[src/hw/dsp_config.svh]
`ifndef DSP_CONFIG_SVH
`define DSP_CONFIG_SVH

// samples per clock word, lane 0 oldest
`define DSP_LANES 4

// signed adc code
`define DSP_CODE_W 8

// ffe coefficients
`define DSP_WEIGHT_W 8
`define DSP_FFE_TAPS 3 // at most DSP_LANES + 1

// equalized estimate, saturated
`define DSP_EST_W 10

// right shift amounts for ffe and checker
`define DSP_SHIFT_W 4

// channel estimate taps h0, h1
`define DSP_CHEST_W 8

`endif

[src/hw/dsp_pkg.sv]
`default_nettype none

`include "dsp_config.svh"

package dsp_pkg;

	// raw adc sample
	typedef logic signed [`DSP_CODE_W-1:0] code_t;

	// ffe coefficient
	typedef logic signed [`DSP_WEIGHT_W-1:0] weight_t;

	// ffe output and slicer threshold
	typedef logic signed [`DSP_EST_W-1:0] est_t;

	// channel estimate tap
	typedef logic signed [`DSP_CHEST_W-1:0] chest_t;

	// arithmetic right shift amount
	typedef logic [`DSP_SHIFT_W-1:0] shift_t;

endpackage : dsp_pkg

`default_nettype wire

[src/hw/bit_slicer.sv]
`timescale 1ns/1ps
`default_nettype none

`include "dsp_config.svh"

module bit_slicer
	import dsp_pkg::*;
(
	input  wire logic                      clk,
	input  wire logic                      rst_n_i,
	input  est_t        [`DSP_LANES-1:0]   est_i,
	input  est_t                           thresh_i,
	output logic        [`DSP_LANES-1:0]   bits_o,
	output logic                           prev_bit_o // last lane of the word before bits_o
);

	always_ff @(posedge clk or negedge rst_n_i) begin
		if (!rst_n_i) begin
			bits_o     <= '0;
			prev_bit_o <= 1'b0;
		end else begin
			for (int l = 0; l < `DSP_LANES; l++) begin
				bits_o[l] <= ($signed(est_i[l]) >= $signed(thresh_i));
			end
			prev_bit_o <= bits_o[`DSP_LANES-1];
		end
	end

endmodule : bit_slicer

`default_nettype wire

[src/hw/code_history.sv]
`timescale 1ns/1ps
`default_nettype none

`include "dsp_config.svh"

module code_history
	import dsp_pkg::*;
(
	input  wire logic                         clk,
	input  wire logic                         rst_n_i,
	input  code_t       [`DSP_LANES-1:0]      codes_i,
	output code_t       [2*`DSP_LANES-1:0]    window_o,
	output code_t       [`DSP_LANES-1:0]      codes_q_o
);

	code_t [`DSP_LANES-1:0] prev_q; // word before codes_q_o

	always_ff @(posedge clk or negedge rst_n_i) begin
		if (!rst_n_i) begin
			codes_q_o <= '0;
			prev_q    <= '0;
		end else begin
			codes_q_o <= codes_i;
			prev_q    <= codes_q_o;
		end
	end

	// flat window, index 0 is the oldest sample
	// lanes of the current word sit at DSP_LANES and above
	assign window_o = {codes_q_o, prev_q};

endmodule : code_history

`default_nettype wire

[src/hw/dsp_backend.sv]
`timescale 1ns/1ps
`default_nettype none

`include "dsp_config.svh"

module dsp_backend
	import dsp_pkg::*;
(
	input  wire logic                         clk,
	input  wire logic                         rst_n_i,
	input  code_t       [`DSP_LANES-1:0]      codes_i,

	// static configuration, hold during a run
	input  weight_t     [`DSP_FFE_TAPS-1:0]   weights_i,
	input  shift_t                            ffe_shift_i,
	input  est_t                              thresh_i,
	input  chest_t                            h0_i,
	input  chest_t                            h1_i,
	input  shift_t                            mlsd_shift_i,

	output est_t        [`DSP_LANES-1:0]      estimated_o,
	output logic        [`DSP_LANES-1:0]      checked_o
);

	code_t [2*`DSP_LANES-1:0] window;
	code_t [`DSP_LANES-1:0]   codes_q;
	logic  [`DSP_LANES-1:0]   slice_bits;
	logic                     slice_prev;

	code_history i_code_history (
		.clk       (clk),
		.rst_n_i   (rst_n_i),
		.codes_i   (codes_i),
		.window_o  (window),
		.codes_q_o (codes_q)
	);

	ffe_filter i_ffe_filter (
		.clk         (clk),
		.rst_n_i     (rst_n_i),
		.window_i    (window),
		.weights_i   (weights_i),
		.ffe_shift_i (ffe_shift_i),
		.est_o       (estimated_o)
	);

	bit_slicer i_bit_slicer (
		.clk        (clk),
		.rst_n_i    (rst_n_i),
		.est_i      (estimated_o),
		.thresh_i   (thresh_i),
		.bits_o     (slice_bits),
		.prev_bit_o (slice_prev)
	);

	mlsd_checker i_mlsd_checker (
		.clk          (clk),
		.rst_n_i      (rst_n_i),
		.codes_i      (codes_q),
		.bits_i       (slice_bits),
		.prev_bit_i   (slice_prev),
		.h0_i         (h0_i),
		.h1_i         (h1_i),
		.mlsd_shift_i (mlsd_shift_i),
		.checked_o    (checked_o)
	);

endmodule : dsp_backend

`default_nettype wire

[src/hw/ffe_filter.sv]
`timescale 1ns/1ps
`default_nettype none

`include "dsp_config.svh"

module ffe_filter
	import dsp_pkg::*;
(
	input  wire logic                          clk,
	input  wire logic                          rst_n_i,
	input  code_t       [2*`DSP_LANES-1:0]     window_i,
	input  weight_t     [`DSP_FFE_TAPS-1:0]    weights_i,
	input  shift_t                             ffe_shift_i,
	output est_t        [`DSP_LANES-1:0]       est_o
);

	localparam int LANES  = `DSP_LANES;
	localparam int TAPS   = `DSP_FFE_TAPS;
	localparam int PROD_W = `DSP_CODE_W + `DSP_WEIGHT_W;
	localparam int SUM_W  = PROD_W + $clog2(TAPS + 1);

	localparam logic signed [SUM_W-1:0] EST_MAX = (1 <<< (`DSP_EST_W - 1)) - 1;
	localparam logic signed [SUM_W-1:0] EST_MIN = -(1 <<< (`DSP_EST_W - 1));

	// taps reach back at most one word
	if (TAPS > LANES + 1) begin : g_tap_check
		$error("ffe_filter: DSP_FFE_TAPS exceeds DSP_LANES + 1");
	end

	logic signed [PROD_W-1:0] prod_q [LANES][TAPS];
	est_t        [LANES-1:0]  est_d;

	// stage one, every lane times every tap
	always_ff @(posedge clk or negedge rst_n_i) begin
		if (!rst_n_i) begin
			prod_q <= '{default: '0};
		end else begin
			for (int l = 0; l < LANES; l++) begin
				for (int k = 0; k < TAPS; k++) begin
					// sample n-k of lane l
					prod_q[l][k] <= $signed(window_i[LANES + l - k]) * $signed(weights_i[k]);
				end
			end
		end
	end

	// stage two, sum then shift then clamp
	always_comb begin
		logic signed [SUM_W-1:0] acc;
		logic signed [SUM_W-1:0] shifted;
		for (int l = 0; l < LANES; l++) begin
			acc = '0;
			for (int k = 0; k < TAPS; k++) begin
				acc = acc + prod_q[l][k];
			end
			shifted = acc >>> ffe_shift_i;
			if (shifted > EST_MAX) begin
				est_d[l] = EST_MAX[`DSP_EST_W-1:0];
			end else if (shifted < EST_MIN) begin
				est_d[l] = EST_MIN[`DSP_EST_W-1:0];
			end else begin
				est_d[l] = shifted[`DSP_EST_W-1:0];
			end
		end
	end

	always_ff @(posedge clk or negedge rst_n_i) begin
		if (!rst_n_i) begin
			est_o <= '0;
		end else begin
			est_o <= est_d;
		end
	end

endmodule : ffe_filter

`default_nettype wire

[src/hw/mlsd_checker.sv]
`timescale 1ns/1ps
`default_nettype none

`include "dsp_config.svh"

module mlsd_checker
	import dsp_pkg::*;
(
	input  wire logic                      clk,
	input  wire logic                      rst_n_i,
	input  code_t       [`DSP_LANES-1:0]   codes_i,
	input  wire logic   [`DSP_LANES-1:0]   bits_i,
	input  wire logic                      prev_bit_i,
	input  chest_t                         h0_i,
	input  chest_t                         h1_i,
	input  shift_t                         mlsd_shift_i,
	output logic        [`DSP_LANES-1:0]   checked_o
);

	localparam int LANES = `DSP_LANES;
	localparam int DLY   = 3; // ffe 2 + slicer 1
	// h0 + h1 and code - expected both fit with margin
	localparam int ERR_W = `DSP_CHEST_W + 3;

	code_t [LANES-1:0] code_dly_q [DLY];
	logic  [LANES-1:0] bit_ext;
	logic  [LANES-1:0] dec_c;

	always_ff @(posedge clk or negedge rst_n_i) begin
		if (!rst_n_i) begin
			code_dly_q <= '{default: '0};
		end else begin
			code_dly_q[0] <= codes_i;
			for (int d = 1; d < DLY; d++) begin
				code_dly_q[d] <= code_dly_q[d-1];
			end
		end
	end

	// bit_ext[l] is the symbol before lane l
	assign bit_ext = {bits_i[LANES-2:0], prev_bit_i};

	always_comb begin
		logic signed [ERR_W-1:0] h0_ext;
		logic signed [ERR_W-1:0] h1_ext;
		logic signed [ERR_W-1:0] isi;
		logic signed [ERR_W-1:0] code_ext;
		logic signed [ERR_W-1:0] diff1;
		logic signed [ERR_W-1:0] diff0;
		logic        [ERR_W-1:0] err1;
		logic        [ERR_W-1:0] err0;
		h0_ext = h0_i;
		h1_ext = h1_i;
		for (int l = 0; l < LANES; l++) begin
			isi      = bit_ext[l] ? h1_ext : -h1_ext;
			code_ext = $signed(code_dly_q[DLY-1][l]);
			diff1    = code_ext - (isi + h0_ext); // hypothesis b = 1
			diff0    = code_ext - (isi - h0_ext); // hypothesis b = 0
			err1     = diff1[ERR_W-1] ? -diff1 : diff1;
			err0     = diff0[ERR_W-1] ? -diff0 : diff0;
			err1     = err1 >> mlsd_shift_i;
			err0     = err0 >> mlsd_shift_i;
			if (err1 < err0) begin
				dec_c[l] = 1'b1;
			end else if (err0 < err1) begin
				dec_c[l] = 1'b0;
			end else begin
				dec_c[l] = bits_i[l]; // tie keeps slicer
			end
		end
	end

	always_ff @(posedge clk or negedge rst_n_i) begin
		if (!rst_n_i) begin
			checked_o <= '0;
		end else begin
			checked_o <= dec_c;
		end
	end

endmodule : mlsd_checker

`default_nettype wire
[config.mk]
export PLATFORM = sky130hd
export DESIGN_NAME = dsp_backend
export DESIGN_NICKNAME = d
export VERILOG_FILES = /design/src/hw/dsp_pkg.sv /design/src/hw/bit_slicer.sv /design/src/hw/code_history.sv /design/src/hw/dsp_backend.sv /design/src/hw/ffe_filter.sv /design/src/hw/mlsd_checker.sv
export VERILOG_INCLUDE_DIRS = /design/src /design/src/hw
export SDC_FILE = /design/constraint.sdc
export NUM_CORES = 2
export LEC_CHECK = 0
export BUFFER_PORTS_ARGS = -buffer_cell sky130_fd_sc_hd__buf_4
export CAP_MARGIN = 20
export CORE_ASPECT_RATIO = 1.5
export CORE_MARGIN = 3
export CORE_UTILIZATION = 32
export CTS_CLUSTER_DIAMETER = 200
export DETAILED_ROUTE_END_ITERATION = 8
export PLACE_DENSITY = 0.54
export SETUP_SLACK_MARGIN = 0.5
export SLEW_MARGIN = 10
export SYNTH_ARGS = -nofsm -noshare
export SYNTH_HDL_FRONTEND = slang
export SYNTH_SLANG_ARGS = --single-unit
[constraint.sdc]
create_clock -name clk -period 14.65 [get_ports clk]
set_input_delay 1.465 -clock clk [delete_from_list [all_inputs] [get_ports clk]]
set_output_delay 1.465 -clock clk [all_outputs]
set_load 0.01 [all_outputs]
## Yosys cells after proc, flatten, opt, wreduce, memory -nomap -nowiden

Index checks and enable logic that the tools add are counted.

- $mul: 12
- Muxes and demuxes: 28
- Add/subtract/negate cells: 33
- Order comparisons: 20
- Shifts and indexed selects: 12
- Divide/modulo/power cells: 0
- Reduce and logical (&&, ||, !) cells: 0
- Eq/ne operators: 0
- Bitwise operators: 0

Operators with widths:

| kind | count |
|---|---|
| $mul A8 B8 Y16 | 12 |
| $mux W11 | 12 |
| $lt A11 B11 Y1 | 8 |
| $neg A11 Y11 | 8 |
| $shr A11 B4 Y11 | 8 |
| $sub A8 B11 Y11 | 8 |
| $mux W10 | 8 |
| $add A17 B16 Y18 | 4 |
| $gt A18 B10 Y1 const B | 4 |
| $lt A18 B10 Y1 const B | 4 |
| $sshr A18 B4 Y18 | 4 |
| $add A16 B16 Y17 | 4 |
| $add A11 B8 Y11 | 4 |
| $sub A11 B8 Y11 | 4 |
| $ge A10 B10 Y1 | 4 |
| $neg A8 Y11 | 1 |
| $mux W1 | 8 |

- Register bits: 369
- Bits in latches: 0
- Input port bits: 92
- Bits in read-only memories: 0
- Word-level logic and storage cells: 140
- Memory bits (writable): 0
- Memories: 0

## Depth between registers and ports, before layout

- Depth after elaboration: 10
- Mapped depth: 31
- Mapped depth without buffers: 29

## By module

Synthesis repeated with hierarchy kept, for this count alone.

- Cell total of the unflattened synthesis: 6789
- Area total of the unflattened synthesis: 61979.4 um2

By module, submodules not included:

| module | cells an instance | area an instance (um2) | instances | seq. area each (um2) |
|---|---|---|---|---|
| ffe_filter | 4650 | 43282.8 | 1 | 5805.6 |
| mlsd_checker | 1932 | 15840.2 | 1 | 2502.4 |
| code_history | 96 | 1841.8 | 1 | 1601.5 |
| bit_slicer | 111 | 1014.7 | 1 | 125.1 |

## Worst setup path after synthesis

OpenSTA, ideal clock, no wires.

- Path type: input port to flip-flop
- From: in h1_i[2]
- To: reg i_mlsd_checker.checked_o[0]
- Buffers on the path: 3
- Path slack: 7.083 ns
- Arrival time: 7.484 ns
- Data required time: 14.567 ns
- Library setup time: 0.083 ns
- Stages on the path: 28
- Path through: buf_6 > nor3_1 > nor3b_1 > nor3b_1 > or2_2 > clkbuf_1 > o21ai_0 > fa_1 > ha_1 > or2_2 > a2111oi_0 > o31ai_1 > xor2_1 > clkbuf_1 > nor2_1 > o311ai_0 > a22oi_1 > nand3_1 > ha_1 > nor2b_1 > o21a_1 > o21ai_0 > nand2b_1 > a21oi_1 > o21ai_0 > a21oi_1 > nor2b_1 > o21ai_0

- Longest elaborated chain between the ends: 10
- Elaborated cells between the ends (all ways): 16
- Classes of those cells: 7 x add/sub; 2 x order compare; 2 x shift; 5 x mux

RTL lines:

| element | RTL line | source |
|---|---|---|
| start: declaration | dsp_backend.sv:18 | `input chest_t h1_i,` |
| $neg A8 Y11 | mlsd_checker.sv:55 | `isi = bit_ext[l] ? h1_ext : -h1_ext;` |
| $mux W11 * | mlsd_checker.sv:55 |  |
| $sub A11 B8 Y11 or $add A11 B8 Y11 (tied branches) | mlsd_checker.sv:58, mlsd_checker.sv:57 |  |
| $sub A8 B11 Y11 (on tied branches) | mlsd_checker.sv:58, mlsd_checker.sv:57 |  |
| $neg A11 Y11 (on tied branches) | mlsd_checker.sv:60, mlsd_checker.sv:59 |  |
| $mux W11 (on tied branches) | mlsd_checker.sv:60, mlsd_checker.sv:59 |  |
| $shr A11 B4 Y11 (on tied branches) | mlsd_checker.sv:62, mlsd_checker.sv:61 |  |
| $lt A11 B11 Y1 | mlsd_checker.sv:65 | `end else if (err0 < err1) begin` |
| $mux W1 | mlsd_checker.sv:65 |  |
| $mux W1 * | mlsd_checker.sv:63 | `if (err1 < err0) begin` |
| via i_mlsd_checker.dec_c[0] | mlsd_checker.sv:27 | `logic [LANES-1:0] dec_c;` |
| end signal: assignment | mlsd_checker.sv:75 | `checked_o <= '0;` |
| end signal: assignment | mlsd_checker.sv:77 | `checked_o <= dec_c;` |
| end: declaration | mlsd_checker.sv:17 | `` output logic [`DSP_LANES-1:0] checked_o `` |

Mark *: on every way through the listed nets, which the timed path passes. The rest lies on a longest branch.

## Final worst setup path

- From: in h1_i[0]
- To: reg i_mlsd_checker.checked_o[0]

Same word-level chain as after synthesis.

==> key figures <==
Place
  • GP Congestion: 0.967
  • Post-Place Cells: 8891
  • Post-DP HPWL: 146000 um
  • Port-buffer cells: 135

Timing
  • Max-slew violations: 0
  • Worst rel slew slack: 0.229
  • Final Skew: 58.3 ps
  • TNS Setup: 0 ps
  • FMAX: 126 MHz
  • Unrepaired setup endpoints after global routing: false
  • Final Critical Period: 7920 ps
  • Worst Max-Slew Pin Slew: 1150 ps
  • # setup viols final: 0
  • Hold Violations, Final: 0
  • Period utilization: 0.541

Drt
  • Via Count: 46100
  • DRC errors left: 0
  • Post-route ant nets: 0
  • DRC marker count from the first detailed-route iteration: 2877
  • Drt wl/cell: 20.6 um
  • Drt pass-1 iters: 5
  • Via/cell ratio: 5.12
  • Drt total wl: 185000 um

Logic synthesis
  • Register area share after synthesis: 0.154
  • Syn Area/Cell: 9.18 um^2
  • FFs w/ async S/R, synth: 1.00
  • Yosys Warn Count: 0
  • Mapped Area: 0.0598 mm^2
  • Post-synth EDFFs: 0
  • Synth top area share: 0.268
  • Top cells by area, synth: fa_1 (27%), dfrtp_1 (15%), ha_1 (13%), inv_1 (6.5%), and2_1 (5.1%)
  • FF+latch count, synth: 369
  • Primary FF master, synth: dfrtp_1
  • Most area-hungry cell type in the Yosys netlist: fa_1
  • Synth Net Count: 8018
  • Syn Inst Count: 6521
  • Synth cell types: 112

CTS
  • Clk_lat worst skew: 670 ps
  • CTS tree: built
  • Hold-fix buffers, CTS: 0
  • Clk slew on worst S/H paths: 80 ps
  • Postcts setup bufs: 0
  • H-tree levels: 2
  • Root Driver: clkbuf_16
  • Clock sinks: 369
  • CTS Buffer Depth: 3
  • CTS buffer count: 50
  • Post_cts resized: 0

Die
  • # rows: 193
  • Die span in x: 359 um
  • Initial Utilization: 0.323
  • Core area: 0.185 mm^2
  • IO Pins: 136
  • Die Ht: 536 um
  • Die area: 0.192 mm^2

Critical path
  • CP Max Fanout: 8
  • Setup CP Type: in -> reg
  • Startpoint Class: input pin
  • WP data required: 15240 ps
  • CP arrival: 8520 ps
  • Kind of end point of the critical path: register

Layout
  • Layout cell share with drive strength beyond 1: 0.0639
  • Area grow syn2layout: 8.72%
  • Most frequent cells in the layout: inv_1 (1031), fa_1 (800), ha_1 (605)
  • Layout fillers: 19000
  • Post-route insts no fill: 8987
  • Commonest non-fill, non-tap cell in the layout: inv_1
  • NumNets Final: 8003

Global route
  • Global-route wire length before repair: 287000 um
  • Grt met2 use: 0.351
  • Met3 Usage GRT: 0.0201
  • Vias in the first global route: 48500
  • Grt ovf: 0
  • GRT Total Usage: 0.193
  • Initial antenna violation count: 19
  • GRT Max-Usage Layer: met2
  • Largest net degree at the start of global routing: 146
  • M1 GR Usage: 0.222

Outcome
  • Status: completed

Flow run
  • # Max-Cap Violations: 0

Worst hold path
  • Worst hold path type: reg -> reg
==> state kept, by name (all words and copies together) (netlist names) <==
signal / cells
i_bit_slicer.prev_bit_o: 1
i_mlsd_checker.code_dly_q: 88
i_bit_slicer.bits_o: 4
i_ffe_filter.prod_q: 192
i_code_history.codes_q_o: 32
i_mlsd_checker.checked_o: 4
i_code_history.window_o: 8
i_ffe_filter.est_o: 40
==> cells by family after synthesis <==
kind of cell	synth area share
buf+inv	0.0817
fa+ha+maj	0.394
compound gates	0.135
flops	0.154
simple gates	0.149
mux	0.0296
xor+xnor	0.0564
==> per-layer routing <==
metal	routed length, um	part of all wire
met1	72000	0.39
met2	93900	0.51
met3	6880	0.037
met4	12000	0.065
met5	44	0.00024
==> cell type report <==
class / count / area [um^2] / share of cell area
clock inverters: 30 / 342 / 0.00525
diodes: 4 / 10.0 / 0.000154
clock buffers: 62 / 1360 / 0.0209
repair buffers: 190 / 1460 / 0.0224
multi-input cells: 4860 / 45700 / 0.703
well taps: 2437 / 3050 / 0.0469
flip-flops and latches: 369 / 9230 / 0.142
inverters: 1035 / 3880 / 0.0597
==> per-stage QoR <==
stage / cell area, um^2 / worst slack [ps] / hold WS, ps / util
detailed placement: 63300 / 5970 / 335 / 0.342
finish: 65000 / 6730 / 319 / 0.351
CTS: 65000 / 6710 / 311 / 0.351
global route: 65000 / 5860 / 337 / 0.351
global placement: 63300 / 5800 / 331 / 0.342
floorplan: 59800 / 7080 / 331 / -
==> synth_stat cells, types with 31 or more instances <==
cell,n
a211oi_1,75
inv_1,1033
and2_1,484
a21o_1,106
a21oi_1,258
dfrtp_1,369
xnor2_1,287
nand3_1,65
nand2b_1,117
clkbuf_1,218
nand4_1,31
xor2_1,92
mux2i_1,100
fa_1,800
nand2_1,422
ha_1,605
mux2_2,43
nor2_1,343
nor3_1,85
o21a_1,74
a21boi_0,31
o21ai_0,249
a31oi_1,31
o211ai_1,39
nor2b_1,54
o31ai_1,38
==> worst max-delay path, cell delays in order <==
cell       delay [ps]
buf_4             150
nor3_1            420
nor3b_1           510
nor3b_1           480
or2_2             280
o21ai_0           190
fa_1              530
ha_1              230
or2_2             340
a2111oi_0         600
o31ai_1           140
a21oi_1           710
nand4_1           130
or3_1             400
or2_2             300
o21a_1            170
nor3_1            280
ha_1              310
o21a_1            110
o21ai_0           140
nand2b_1           80
a21oi_1           130
o21ai_0            80
a21oi_1           150
nor2b_1            50
o21ai_0           140
==> final timing paths <==
kind,start,end,slack [ps],cells past startpoint
setup reg to reg,i_bit_slicer.prev_bit_o,i_mlsd_checker.checked_o[0],8040,23
hold reg to reg,i_mlsd_checker.code_dly_q[78],i_mlsd_checker.code_dly_q[46],320,0
setup / recovery,h1_i[0],i_mlsd_checker.checked_o[0],6730,26
max in group asynchronous,rst_n_i,i_mlsd_checker.code_dly_q[48],11330,3
hold / removal,i_mlsd_checker.code_dly_q[78],i_mlsd_checker.code_dly_q[46],320,0
min in group asynchronous,rst_n_i,i_code_history.codes_q_o[24],880,1
Power is left out: the tool's default activity adds up to more than one toggle a clock period on the data nets, which glitch-free logic cannot reach.
